File: config.mk
export PLATFORM = sky130hd
export DESIGN_NAME = busTop
export DESIGN_NICKNAME = d
export VERILOG_FILES = /design/src/hdl/busPkg.sv /design/src/hdl/busReqQueue.sv /design/src/hdl/busAllocator.sv /design/src/hdl/busTop.sv
export SDC_FILE = /design/constraint.sdc
export NUM_CORES = 1
export LEC_CHECK = 0
export ABC_AREA = 1
export BUFFER_PORTS_ARGS = -buffer_cell sky130_fd_sc_hd__buf_2
export CAP_MARGIN = 20
export CORE_ASPECT_RATIO = 1.1
export CORE_MARGIN = 10
export CORE_UTILIZATION = 35
export CTS_CLUSTER_DIAMETER = 30
export DETAILED_ROUTE_END_ITERATION = 12
export SETUP_SLACK_MARGIN = 0.05
export SYNTH_ARGS = -nofsm -noshare
export SYNTH_HDL_FRONTEND = slang
export SYNTH_SLANG_ARGS = --single-unit
File: constraint.sdc
create_clock -name clk -period 2.9 [get_ports clk]
set_clock_uncertainty 0.2 [all_clocks]
set_input_delay 0 -clock clk [delete_from_list [all_inputs] [get_ports clk]]
set_output_delay 0 -clock clk [all_outputs]
set_load 0.1 [all_outputs]
File: src/hdl/busPkg.sv
package busPkg;

    localparam int NumSenders = 11;         // Bus masters
    localparam int NumRecv    = 9;          // Receivers
    localparam int QueueDepth = 4;          // Request entries held
    localparam int SenderIdx  = 4;
    localparam int RecvIdx    = 4;
    localparam int PtrW       = $clog2(QueueDepth);
    localparam int CountW     = PtrW + 1;

    // Entry i is the node code of sender i, and a higher i wins arbitration
    localparam logic [SenderIdx-1:0] SenderCode [NumSenders] = '{
        4'hB,                               // Bank3
        4'hA,                               // Bank2
        4'h9,                               // Bank1
        4'h8,                               // Bank0
        4'h7,                               // D-cache odd write
        4'h5,                               // D-cache even write
        4'h6,                               // D-cache odd read
        4'h4,                               // D-cache even read
        4'h1,                               // I-cache odd read
        4'h0,                               // I-cache even read
        4'hC                                // DMA and IO
    };

    // One queued transfer request
    typedef struct packed {
        logic [SenderIdx-1:0] sender;       // Node code from SenderCode
        logic [RecvIdx-1:0]   dest;         // Receiver index, 0 to NumRecv-1
    } busReq_t;

endpackage

File: src/hdl/busReqQueue.sv
`timescale 1ns/1ns

module busReqQueue import busPkg::*; (
    input  logic                  clk,
    input  logic                  rst,
    input  logic [NumSenders-1:0] req,
    input  logic [RecvIdx-1:0]    reqDest [NumSenders],
    input  logic [NumRecv-1:0]    free,
    input  logic                  pull,
    output logic [NumSenders-1:0] ack,
    output busReq_t               head,
    output logic                  headReady
);

    busReq_t               mem [QueueDepth];
    logic [PtrW-1:0]       wrPtr;
    logic [PtrW-1:0]       rdPtr;
    logic [CountW-1:0]     count;
    logic                  full;
    logic                  empty;

    logic [NumSenders-1:0] cand;
    logic [NumSenders-1:0] pickOh;
    busReq_t               pickEntry;
    logic                  push;
    logic                  pop;
    logic                  headFree;

    function automatic logic [PtrW-1:0] nextPtr(input logic [PtrW-1:0] ptr);
        logic [PtrW-1:0] res;
        if (ptr == PtrW'(QueueDepth - 1)) begin
            res = '0;
        end else begin
            res = ptr + 1'b1;
        end
        return res;
    endfunction

    assign full  = (count == CountW'(QueueDepth));
    assign empty = (count == '0);

    // A sender seeing its ack now is already queued and still holds req
    assign cand = req & ~ack;

    // Fixed priority, the highest index wins
    always_comb begin
        pickOh    = '0;
        pickEntry = '0;
        for (int i = 0; i < NumSenders; i++) begin
            if (cand[i]) begin
                pickOh           = '0;
                pickOh[i]        = 1'b1;
                pickEntry.sender = SenderCode[i];   // Tag with the bus node code
                pickEntry.dest   = reqDest[i];
            end
        end
    end

    assign push = !full && (cand != '0);
    assign pop  = pull && !empty;

    always_ff @(posedge clk) begin
        if (push) begin
            mem[wrPtr] <= pickEntry;
        end
    end

    always_ff @(posedge clk) begin
        if (rst) begin
            wrPtr <= '0;
            rdPtr <= '0;
            count <= '0;
            ack   <= '0;
        end else begin
            ack <= push ? pickOh : '0;              // One-cycle pulse to the captured sender
            if (push) begin
                wrPtr <= nextPtr(wrPtr);
            end
            if (pop) begin
                rdPtr <= nextPtr(rdPtr);
            end
            case ({push, pop})
                2'b10:   count <= count + 1'b1;
                2'b01:   count <= count - 1'b1;
                default: count <= count;            // Idle, or push and pop together
            endcase
        end
    end

    assign head = mem[rdPtr];

    // Free level of the head's receiver
    always_comb begin
        headFree = 1'b0;
        for (int j = 0; j < NumRecv; j++) begin
            if (head.dest == RecvIdx'(j)) begin
                headFree = free[j];
            end
        end
    end

    // A busy receiver at the head blocks everything behind it
    assign headReady = !empty && headFree;

endmodule

File: src/hdl/busAllocator.sv
`timescale 1ns/1ns

module busAllocator import busPkg::*; (
    input  logic                  clk,
    input  logic                  rst,
    input  busReq_t               head,
    input  logic                  headReady,
    input  logic [NumSenders-1:0] rel,
    output logic                  pull,
    output logic [NumSenders-1:0] grant,
    output logic [NumRecv-1:0]    recv
);

    logic    busy;                              // Low is idle, high is busy
    busReq_t owner;
    logic    accept;
    logic    ownerRel;

    // Take the head as soon as the bus is idle
    assign accept = !busy && headReady;
    assign pull   = accept;

    // Map the owner's node code back to its grant line
    always_comb begin
        grant = '0;
        for (int i = 0; i < NumSenders; i++) begin
            if (busy && owner.sender == SenderCode[i]) begin
                grant[i] = 1'b1;
            end
        end
    end

    always_comb begin
        recv = '0;
        for (int j = 0; j < NumRecv; j++) begin
            if (busy && owner.dest == RecvIdx'(j)) begin
                recv[j] = 1'b1;
            end
        end
    end

    // Releases from masters without the bus are ignored
    assign ownerRel = busy && ((rel & grant) != '0);

    always_ff @(posedge clk) begin
        if (rst) begin
            busy <= 1'b0;
        end else if (accept) begin
            busy <= 1'b1;
        end else if (ownerRel) begin
            busy <= 1'b0;                       // Idle again in the next cycle
        end
    end

    always_ff @(posedge clk) begin
        if (accept) begin
            owner <= head;
        end
    end

endmodule

File: src/hdl/busTop.sv
`timescale 1ns/1ns

module busTop import busPkg::*; (
    input  logic                  clk,
    input  logic                  rst,
    input  logic [NumSenders-1:0] req,
    input  logic [RecvIdx-1:0]    reqDest [NumSenders],
    input  logic [NumRecv-1:0]    free,
    input  logic [NumSenders-1:0] rel,
    output logic [NumSenders-1:0] ack,
    output logic [NumSenders-1:0] grant,
    output logic [NumRecv-1:0]    recv
);

    busReq_t head;                              // Oldest queued request
    logic    headReady;                         // Queue not empty and head's receiver free
    logic    pull;                              // Pops the head

    busReqQueue i_queue (
        .clk       (clk),
        .rst       (rst),
        .req       (req),
        .reqDest   (reqDest),
        .free      (free),
        .pull      (pull),
        .ack       (ack),
        .head      (head),
        .headReady (headReady)
    );

    busAllocator i_alloc (
        .clk       (clk),
        .rst       (rst),
        .head      (head),
        .headReady (headReady),
        .rel       (rel),
        .pull      (pull),
        .grant     (grant),
        .recv      (recv)
    );

endmodule

==> flow_summary.ini, run 1 <==
[run_status]
outcome = complete, no violations

[place]
dp_hpwl_um = 7380
place_congestion = 0.827
portBuffers = 107
place_area_um2 = 4200
place_ws_ns = -0.0335

[flow_run]
cap_violations = 0

[clock_network]
cts_made_buffers = 9
cts.htree.levels = 3
clkSlewWorstSetupHoldPaths_ns = 0.07
clockBufferDepth = 2
cts_root_buf = clkbuf_8
cts_tree = built
insertion_delay_ns = 0.33
cts.sinks = 61

[power]
p_sw_w = 0.00139
intPower_w = 0.00221
clkPwrFrac_pct = 19.5
powerDensity_nw_per_um2 = 755
comb_power_share_pct = 41.3
irDropWorstVdd_uv = 261
swShare_pct = 38.6
p_leak_nw = 2.22
seqPwrFrac_pct = 39.2

[setup_path]
crit_type = reg2reg
start_kind = flip-flop
cp-end-kind = flip-flop
crit_top_cell = nand2_1
worstPathArrival_ns = 2.79
crit_chain = buf_12 > inv_8 > nand2_2 > nand3_4 > nand2_4 > nand2_1 > nand3_1 > nand2_1 > nand2_1 > nand3_2 > nand2_4 > nand2_2 > inv_1 > ha_1 > inv_2 > fa_2 > a21oi_1 > o21ai_1 > o21ai_1 > a21oi_1
critPathSlowestCell = fa_2
worst_ep_required_time_ns = 2.92
cpPeakStageDelay_ns = 0.38
path_max_fanout = 15
path_buf_inv = 4
cp_top_family = simple AND/OR/NAND/NOR gates

[finish]
layout_common_cells = buf_2, nand2_1, nor2_1
syn2layout_area_growth_pct = 38.9
fin_nets = 661
layout_commonest_cell = buf_2
fillerInstances = 922
finish.utilization_pct = 50.5
regArea_um2 = 1650
multi_input_area_um2 = 1580
fin_area_um2 = 4760
num_antenna_cells = 0
drive_gt1_share_pct = 34.0

[floorplanning]
die_h_um = 124
start_util_pct = 36.3
fp.dieW_um = 114
fp-row-count = 37
core_area_um2 = 9440
io_pins = 108
die_area_um2 = 14200

[sta]
relSlewSlack_pct = 67.4
timing.fmax_ghz = 0.361
fin_ws_ns = 0.130
fin_setup_tns_ns = 0
hold_slack_ns = 0.0436
post-route-period-util_pct = 95.5
setup_viol = 0
rsz0062_at_grt = true
hold_viol = 0
worst_slew_pin_slew_ns = 0.485
fin_crit_ns = 2.77
drv_slew = 0

[route]
viasPerCell = 4.67
drt-total-wl_um = 9400
drtPass1Iterations = 4
drt_iter0_drc = 111
ant_nets = 0
vias = 3263
drc_errors = 0
avgRoutedWirePerCell_um = 13.4

[yosys]
ys_ff_latch = 61
syn-num-nets = 503
ys_types = 42
ys.flop_type = edfxtp_1
synthCells = 419
ys_async_sr_fraction_pct = 0
yosys_warnings = 0
syn_area_um2 = 3430
synth_edf_count = 40
yosysSeqAreaShare_pct = 47.3
syn_avg_cell_area_um2 = 8.19

[global_route]
grt_max_degree = 19
grt_overflow = 0
grt_pass1_wl_um = 15100
antenna_found_initial = 0
first_global_vias = 3379
grt_usage_pct = 12.9

[worst_hold_path]
hold_class = in2reg
sequential cells by signal, indices dropped and copies added, names as in the netlist, named ones only:
signal,flops
i_queue.mem,32
i_queue.ack,11
i_alloc.owner,8
i_queue.count,3
i_queue.rdPtr,2
i_queue.wrPtr,2
i_alloc.busy,1
per-layer routing:
layer,up-vias,global-route usage [%],share of wire [%]
met4,0,4.00,1.0
met3,10,6.11,9.8
met1,1429,14.1,42
met5,-,0,0
met2,120,21.9,47
li1,1704,-,-
worst min-delay path, delay by kind of cell:
kind | cells | cell delay, ns
compound gates | 2 | 0.24
buf+inv | 1 | 0.10
simple gates | 3 | 0.19
synthesized netlist by cell type, types with 2 or more instances:
master,instances,share of area [%]
nor2_4,3,0.98
nand4_1,2,0.36
nand2_2,11,2.0
nand3_1,35,5.1
nor2_1,57,6.2
nor3_1,3,0.44
nand2_1,93,10
a211oi_1,5,1.1
dfxtp_1,21,12
ha_1,6,2.2
nor3b_1,4,0.88
nor3_2,3,0.88
nand3_2,5,1.5
nor4_2,2,0.73
edfxtp_1,40,35
o21ai_0,30,4.4
nor2_2,2,0.36
inv_1,56,6.1
buf_6,2,0.66
o22ai_1,4,0.73
a21oi_1,14,2.0
path summary, 6_finish.rpt:
path | start | end | slack (ns) | cells past startpoint
worst max register to register | flip-flop | i_queue.count[2]$_SDFFE_PP0P_ | 0.13 | 20
worst max-delay path | flip-flop | i_queue.count[2]$_SDFFE_PP0P_ | 0.13 | 20
worst min-delay path | free[7] | flip-flop | 0.04 | 6
worst min register to register | i_queue.rdPtr[1]$_SDFFE_PP0N_ | flip-flop | 0.32 | 2
power groups by stage:
stage	Sequential, W	Clock, W	Combinational, W
4_1_cts	0.00141	0.000725	0.00138
3_3_place_gp	0.00142	0	0.00128
5_1_grt	0.00144	0.000765	0.00166
3_5_place_dp	0.00142	0	0.00131
6_report	0.00141	0.000702	0.00149
2_1_floorplan	0.00141	0	0.000961
cell families after synthesis:
| group | count (synthesis) | synth area share [%] |
|---|---|---|
| simple gates | 225 | 31.0 |
| buf+inv | 65 | 8.24 |
| flops | 61 | 47.3 |
| compound gates | 61 | 10.7 |
| fa+ha+maj | 7 | 2.77 |
per-stage QoR:
| step | std cells | total power, W |
|---|---|---|
| 6_report | 699 | 0.00360 |
| 4_1_cts | 694 | 0.00352 |
| 3_5_place_dp | 650 | 0.00273 |
| 3_3_place_gp | 650 | 0.00270 |
| 5_1_grt | 699 | 0.00387 |
| 2_1_floorplan | 419 | 0.00237 |
cell type report:
cell class	instances	share of cell area (%)
Sequential cell	61	34.6
Multi-Input combinational cell	293	33.1
Timing Repair Buffer	153	20.5
Inverter	59	4.86
Tap cell	117	3.07
Clock buffer	11	2.76
Clock inverter	5	1.08
timing repair:
item / CTS / global route
cloned: 0 / 1
setup buffers: 1 / 4
endpoints found under the setup margin: 1 / 5
pin swaps: 1 / 2
resized for setup: 6 / 11
hold buffers: 27 / 0
hold endpoints to repair: 37 / 0
Note: power is estimated with default switching activity, not from simulation.
==> run 2: changes to the inputs <==
--- a/config.mk
+++ b/config.mk
@@ -5,7 +5,7 @@
 export SDC_FILE = /design/constraint.sdc
 export NUM_CORES = 1
 export LEC_CHECK = 0
-export ABC_AREA = 1
+export ABC_AREA = 0
 export BUFFER_PORTS_ARGS = -buffer_cell sky130_fd_sc_hd__buf_2
 export CAP_MARGIN = 20
 export CORE_ASPECT_RATIO = 1.1
==> flow_summary.ini, run 2 <==
[run_status]
outcome = finished with violations
violations = setup timing

[floorplanning]
io_pins = 108
fp-row-count = 36
die_area_um2 = 13500
fp.dieW_um = 112
core_area_um2 = 8960
die_h_um = 121
start_util_pct = 36.1

[yosys]
synth_top_cell_by_area = edfxtp_1
syn_area_um2 = 3240
synthAdderAreaFrac_pct = 2.94
synthCells = 313
syn_avg_cell_area_um2 = 10.3
synthTopCellsByCount = nor2_1, edfxtp_1, dfxtp_1
synth_edf_count = 40
yosys_warnings = 0
synth_compound_area_share_pct = 10.9
ys_types = 51
yosys.area_share.simple_pct = 24.1
syn-num-nets = 397
ys_async_sr_fraction_pct = 0
yosysSeqAreaShare_pct = 50.1
yosys.cell_count.top_type = nor2_1
synth_area_leaders = edfxtp_1, dfxtp_1, nor2_1
synth_top_family_by_area = simple AND/OR/NAND/NOR gates
ys.flop_type = edfxtp_1
synth.top_cell.area_share_pct = 37.1
ys_ff_latch = 61
synth_xor_area_share_pct = 0.541
synth.mux.area_fraction_pct = 8.16

[sta]
hold_viol = 0
rsz0062_at_grt = true
fin_ws_ns = -0.358
timing.fmax_ghz = 0.307
relSlewSlack_pct = 63.2
post-route-period-util_pct = 112
setup_viol = 2
hold_slack_ns = 0.0120
drv_slew = 0
worst_slew_pin_slew_ns = 0.546
fin_crit_ns = 3.26

[clock_network]
insertion_delay_ns = 0.34
cts.sinks = 61
cts_root_buf = clkbuf_8
cts.htree.levels = 3
clockBufferDepth = 2
cts_made_buffers = 9
clkSlewWorstSetupHoldPaths_ns = 0.07
cts_tree = built

[route]
vias = 2924
drtPass1Iterations = 4
drt-total-wl_um = 9090
ant_nets = 0
drc_errors = 0
viasPerCell = 5.02
drt_iter0_drc = 98
avgRoutedWirePerCell_um = 15.6

[finish]
fin_nets = 548
fillerInstances = 827
num_antenna_cells = 0
largest_reg_flops = 32
layout_commonest_cell = buf_2
drive_gt1_share_pct = 39.9
final_cells = 583
fin_area_um2 = 4580
layout_common_cells = buf_2, nor2_1, edfxtp_1
top_register = i_queue.mem
syn2layout_area_growth_pct = 41.6
reg_top3 = i_queue.mem: 32 flops, i_queue.ack: 11 flops, i_alloc.owner: 8 flops

[global_route]
antenna_found_initial = 0
grt_usage_pct = 13.6
grt_pass1_wl_um = 15200
grt_overflow = 0
grt_max_degree = 14
first_global_vias = 3170

[setup_path]
worstPathArrival_ns = 3.33
cp_top_family = simple AND/OR/NAND/NOR gates
worstRegToRegCells = 11
cp-end-kind = flip-flop
cpPeakStageDelay_ns = 0.55
path_max_fanout = 4
crit_type = reg2reg
worst_ep_required_time_ns = 2.97
path_buf_inv = 1
cp.depth = 11
crit_chain = mux4_2 > or4b_4 > a21boi_1 > a21boi_2 > nor2_1 > ha_2 > inv_2 > fa_2 > xor2_1 > or3_1 > a21oi_2
start_kind = flip-flop
critPathSlowestCell = or4b_4

[power]
p_leak_nw = 1.96
powerDensity_nw_per_um2 = 787
irDropWorstVdd_uv = 304
power_w = 0.00361

[worst_hold_path]
hold_class = in2reg
whs_path_depth = 5

[place]
dp_hpwl_um = 7090
post-place-cells = 541
place_congestion = 0.852
portBuffers = 107
place_area_um2 = 4090

[flow_run]
cap_violations = 0
run 2: cell types whose count changed after synthesis, moves of 7 or more:
| cell | previous run | this run |
|---|---|---|
| nand3_1 | 35 | 8 |
| nand2_2 | 11 | 0 |
| nand2_1 | 93 | 17 |
| clkbuf_1 | 1 | 15 |
| nor2b_1 | 0 | 9 |
| nand2b_1 | 0 | 17 |
| o21ai_0 | 30 | 11 |
| nor2_1 | 57 | 44 |
| nor3_1 | 3 | 17 |
| mux4_2 | 0 | 7 |
| mux2i_1 | 0 | 8 |
| inv_1 | 56 | 7 |
run 2: per-layer routing:
metal  vias up  GRT usage, %  part of all wire (%)
met5         -             0                     0
met4         0          6.43                   2.0
met3        14          5.14                   9.4
met2       129          21.8                    44
met1      1317          15.6                    44
li1       1464             -                     -
run 2: worst register-to-register path, delay by kind of cell (launching register included):
kind	cells	cell delay, ns
xor+xnor	1	0.15
fa+ha+maj	2	0.52
compound gates	3	0.41
mux	1	0.52
simple gates	3	0.98
buf+inv	1	0.04
flops	1	0.38
run 2: cell type report:
class	count	area, um^2	share of cell area [%]
well taps	114	143	3.11
flip-flops and latches	61	1630	35.6
repair buffers	157	953	20.8
multi-input cells	228	1580	34.4
clock buffers	12	155	3.39
clock inverters	4	95.1	2.08
inverters	7	26.3	0.574
run 2: power breakdown:
group	total [W]	internal [W]	switching (W)	leakage, nW
clock network	0.000942	0.000617	0.000325	0.127
logic	0.00131	0.000608	0.000700	1.29
registers	0.00135	0.00120	0.000155	0.548
run 2: kinds of logic (layout without fill, tap and decap cells):
logic type | after synthesis | count (layout)
muxes | 16 | 16
DFF | 61 | 61
xor gates and xnor gates | 2 | 2
AOI/OAI and AO/OA | 54 | 54
buffers and inverters | 24 | 180
and+or+nand+nor | 149 | 149
adders and majority gates | 7 | 7
run 2: repair_timing:
item	in CTS	in global routing
setup endpoints to repair	2	6
hold buffers	17	0
hold endpoints to repair	21	0
gates resized for setup	1	2
pin swaps	2	0
setup buffers	0	9
run 2: final timing paths:
check,slack [ns],startpoint,to
hold reg to reg,0.31,i_queue.rdPtr[1]$_SDFFE_PP0N_,flip-flop
setup / recovery,-0.36,flip-flop,i_queue.count[2]$_SDFFE_PP0P_
setup reg to reg,-0.36,flip-flop,i_queue.count[2]$_SDFFE_PP0P_
hold / removal,0.01,req[0],i_queue.ack[0]$_SDFF_PP0_
run 2: metrics by stage:
| step | setup WS, ns | setup TNS, ns | util, % |
|---|---|---|---|
| 4_1_cts | -0.365 | -0.577 | 50.3 |
| 3_5_place_dp | -0.390 | -0.612 | 45.6 |
| 6_report | -0.358 | -0.559 | 51.1 |
| 3_3_place_gp | -0.321 | -0.503 | 45.6 |
| 5_1_grt | -0.469 | -0.782 | 51.1 |
| 2_1_floorplan | -0.429 | -1.05 | - |
==> run 3: changes to the inputs <==
--- a/config.mk
+++ b/config.mk
@@ -13,7 +13,7 @@
 export CORE_UTILIZATION = 35
 export CTS_CLUSTER_DIAMETER = 30
 export DETAILED_ROUTE_END_ITERATION = 12
-export SETUP_SLACK_MARGIN = 0.05
+export SETUP_SLACK_MARGIN = 0.3
 export SYNTH_ARGS = -nofsm -noshare
 export SYNTH_HDL_FRONTEND = slang
 export SYNTH_SLANG_ARGS = --single-unit
==> flow_summary.ini, run 3 (same netlist as run 2, synthesis figures left out) <==
[setup_path]
timing.rr.end = i_queue.count[2]$_SDFFE_PP0P_
start_kind = flip-flop
crit_type = reg2reg
critPathSlowestCell = or4b_4
worst_ep_required_time_ns = 2.97
path_max_fanout = 4
crit_chain = mux4_2 > or4b_4 > a21boi_1 > a21boi_4 > nor2_2 > ha_4 > inv_2 > fa_2 > xor2_1 > or3_1 > a21oi_2
cp-end-kind = flip-flop
cpPeakStageDelay_ns = 0.55
worstPathArrival_ns = 3.26
reg2reg_slack_ns = -0.30
worstRegToRegCells = 11

[finish]
layout_common_cells = buf_2, nor2_1, edfxtp_1
finish.utilization_pct = 50.8
reg_top3 = i_queue.mem: 32 flops, i_queue.ack: 11 flops, i_alloc.owner: 8 flops
fin_area_um2 = 4550
top_register = i_queue.mem
multi_input_area_um2 = 1630
largest_reg_flops = 32
fillerInstances = 840
fin_nets = 538
regArea_um2 = 1630
syn2layout_area_growth_pct = 40.7
num_antenna_cells = 0
layout_commonest_cell = buf_2
drive_gt1_share_pct = 40.3

[route]
drc_errors = 0
ant_nets = 0
viasPerCell = 5.01
vias = 2873
avgRoutedWirePerCell_um = 15.6
drt_iter0_drc = 87
drtPass1Iterations = 5
drt-total-wl_um = 8940

[sta]
setup_viol = 2
fin_ws_ns = -0.297
relSlewSlack_pct = 58.2
post-route-period-util_pct = 110
fin_crit_ns = 3.20
hold_viol = 0
hold_slack_ns = 0.0403
timing.fmax_ghz = 0.313
drv_slew = 0
worst_slew_pin_slew_ns = 0.620
rsz0062_at_grt = true

[floorplanning]
die_h_um = 121
fp-row-count = 36
core_area_um2 = 8960
io_pins = 108
fp.dieW_um = 112
die_area_um2 = 13500
start_util_pct = 36.1

[power]
seqPwrFrac_pct = 38.8
p_leak_nw = 1.92
powerDensity_nw_per_um2 = 780
p_sw_w = 0.00124
intPower_w = 0.00231
irDropWorstVdd_uv = 304
power_w = 0.00355
comb_power_share_pct = 37.3
clkPwrFrac_pct = 23.9
swShare_pct = 35.0

[place]
portBuffers = 107
place_congestion = 0.859
dp_hpwl_um = 7140
place_area_um2 = 4090

[clock_network]
cts.sinks = 61
cts.htree.levels = 3
cts_root_buf = clkbuf_8
insertion_delay_ns = 0.33
cts_made_buffers = 9
clkSlewWorstSetupHoldPaths_ns = 0.08
clockBufferDepth = 2
cts_tree = built

[flow_run]
cap_violations = 0

[global_route]
grt_overflow = 0
grt_pass1_wl_um = 15200
grt_max_degree = 14
first_global_vias = 3150
antenna_found_initial = 0
grt_usage_pct = 13.4

[run_status]
violations = setup timing
outcome = finished with violations

[worst_hold_path]
whs_path_depth = 5
hold_class = in2reg
hold_start = req[10]
holdPathEnd = i_queue.ack[7]$_SDFF_PP0_
==> run 3: power by group through the flow <==
| stage | Combinational (W) | Clock (W) | Sequential (W) |
|---|---|---|---|
| 5_1_grt | 0.00145 | 0.000920 | 0.00142 |
| 3_5_place_dp | 0.00121 | 0 | 0.00140 |
| 2_1_floorplan | 0.000896 | 0 | 0.00134 |
| 3_3_place_gp | 0.00118 | 0 | 0.00139 |
| 6_report | 0.00132 | 0.000850 | 0.00138 |
| 4_1_cts | 0.00131 | 0.000872 | 0.00138 |
==> run 3: through the flow <==
stage	setup WS [ns]	TNS (ns)	std cells
2_1_floorplan	-0.429	-1.00	313
3_3_place_gp	-0.300	-0.458	540
3_5_place_dp	-0.357	-0.568	540
4_1_cts	-0.323	-0.494	573
5_1_grt	-0.428	-0.703	573
6_report	-0.297	-0.432	573
==> run 3: cell type report <==
type,count,share of cell area (%)
inverters,7,0.577
repair buffers,147,19.6
clock buffers,9,2.72
multi-input cells,228,35.8
well taps,114,3.13
clock inverters,7,2.28
flip-flops and latches,61,35.8
==> run 3: critical path, delay by kind of cell (launching register included) <==
family | cells | cell delay, ns
AND/OR/NAND/NOR | 3 | 1.00
multiplexers | 1 | 0.51
adder cells (fa/ha/maj) | 2 | 0.47
AO/OA/AOI/OAI | 3 | 0.40
flip-flops | 1 | 0.38
XOR/XNOR | 1 | 0.15
buffers and inverters | 1 | 0.03
==> run 3: repair_timing <==
action                                  CTS  global route
setup buffers                             2             0
pin swaps                                 3             2
hold endpoints to repair                 21             0
endpoints found under the setup margin   16            18
gates resized for setup                   4             7
hold buffers                             15             0
==> run 3: how the worst max path moves through the flow <==
stage / to / slack, ns / depth (start not counted)
2_1_floorplan: i_queue.count[2]$_SDFFE_PP0P_ / -0.43 / 13
3_3_place_gp: i_queue.count[2]$_SDFFE_PP0P_ / -0.30 / 11
3_5_place_dp: i_queue.count[2]$_SDFFE_PP0P_ / -0.36 / 11
4_1_cts: i_queue.count[2]$_SDFFE_PP0P_ / -0.32 / 11
5_1_grt: i_queue.count[2]$_SDFFE_PP0P_ / -0.43 / 11
6_report: i_queue.count[2]$_SDFFE_PP0P_ / -0.30 / 11
==> run 3: metal layers <==
metal	routed length, um	part of all wire, %	track usage (%)
met1	4050	45	16.4
met2	4070	45	21.6
met3	778	8.7	5.14
met4	36	0.40	3.38
met5	0	0	0
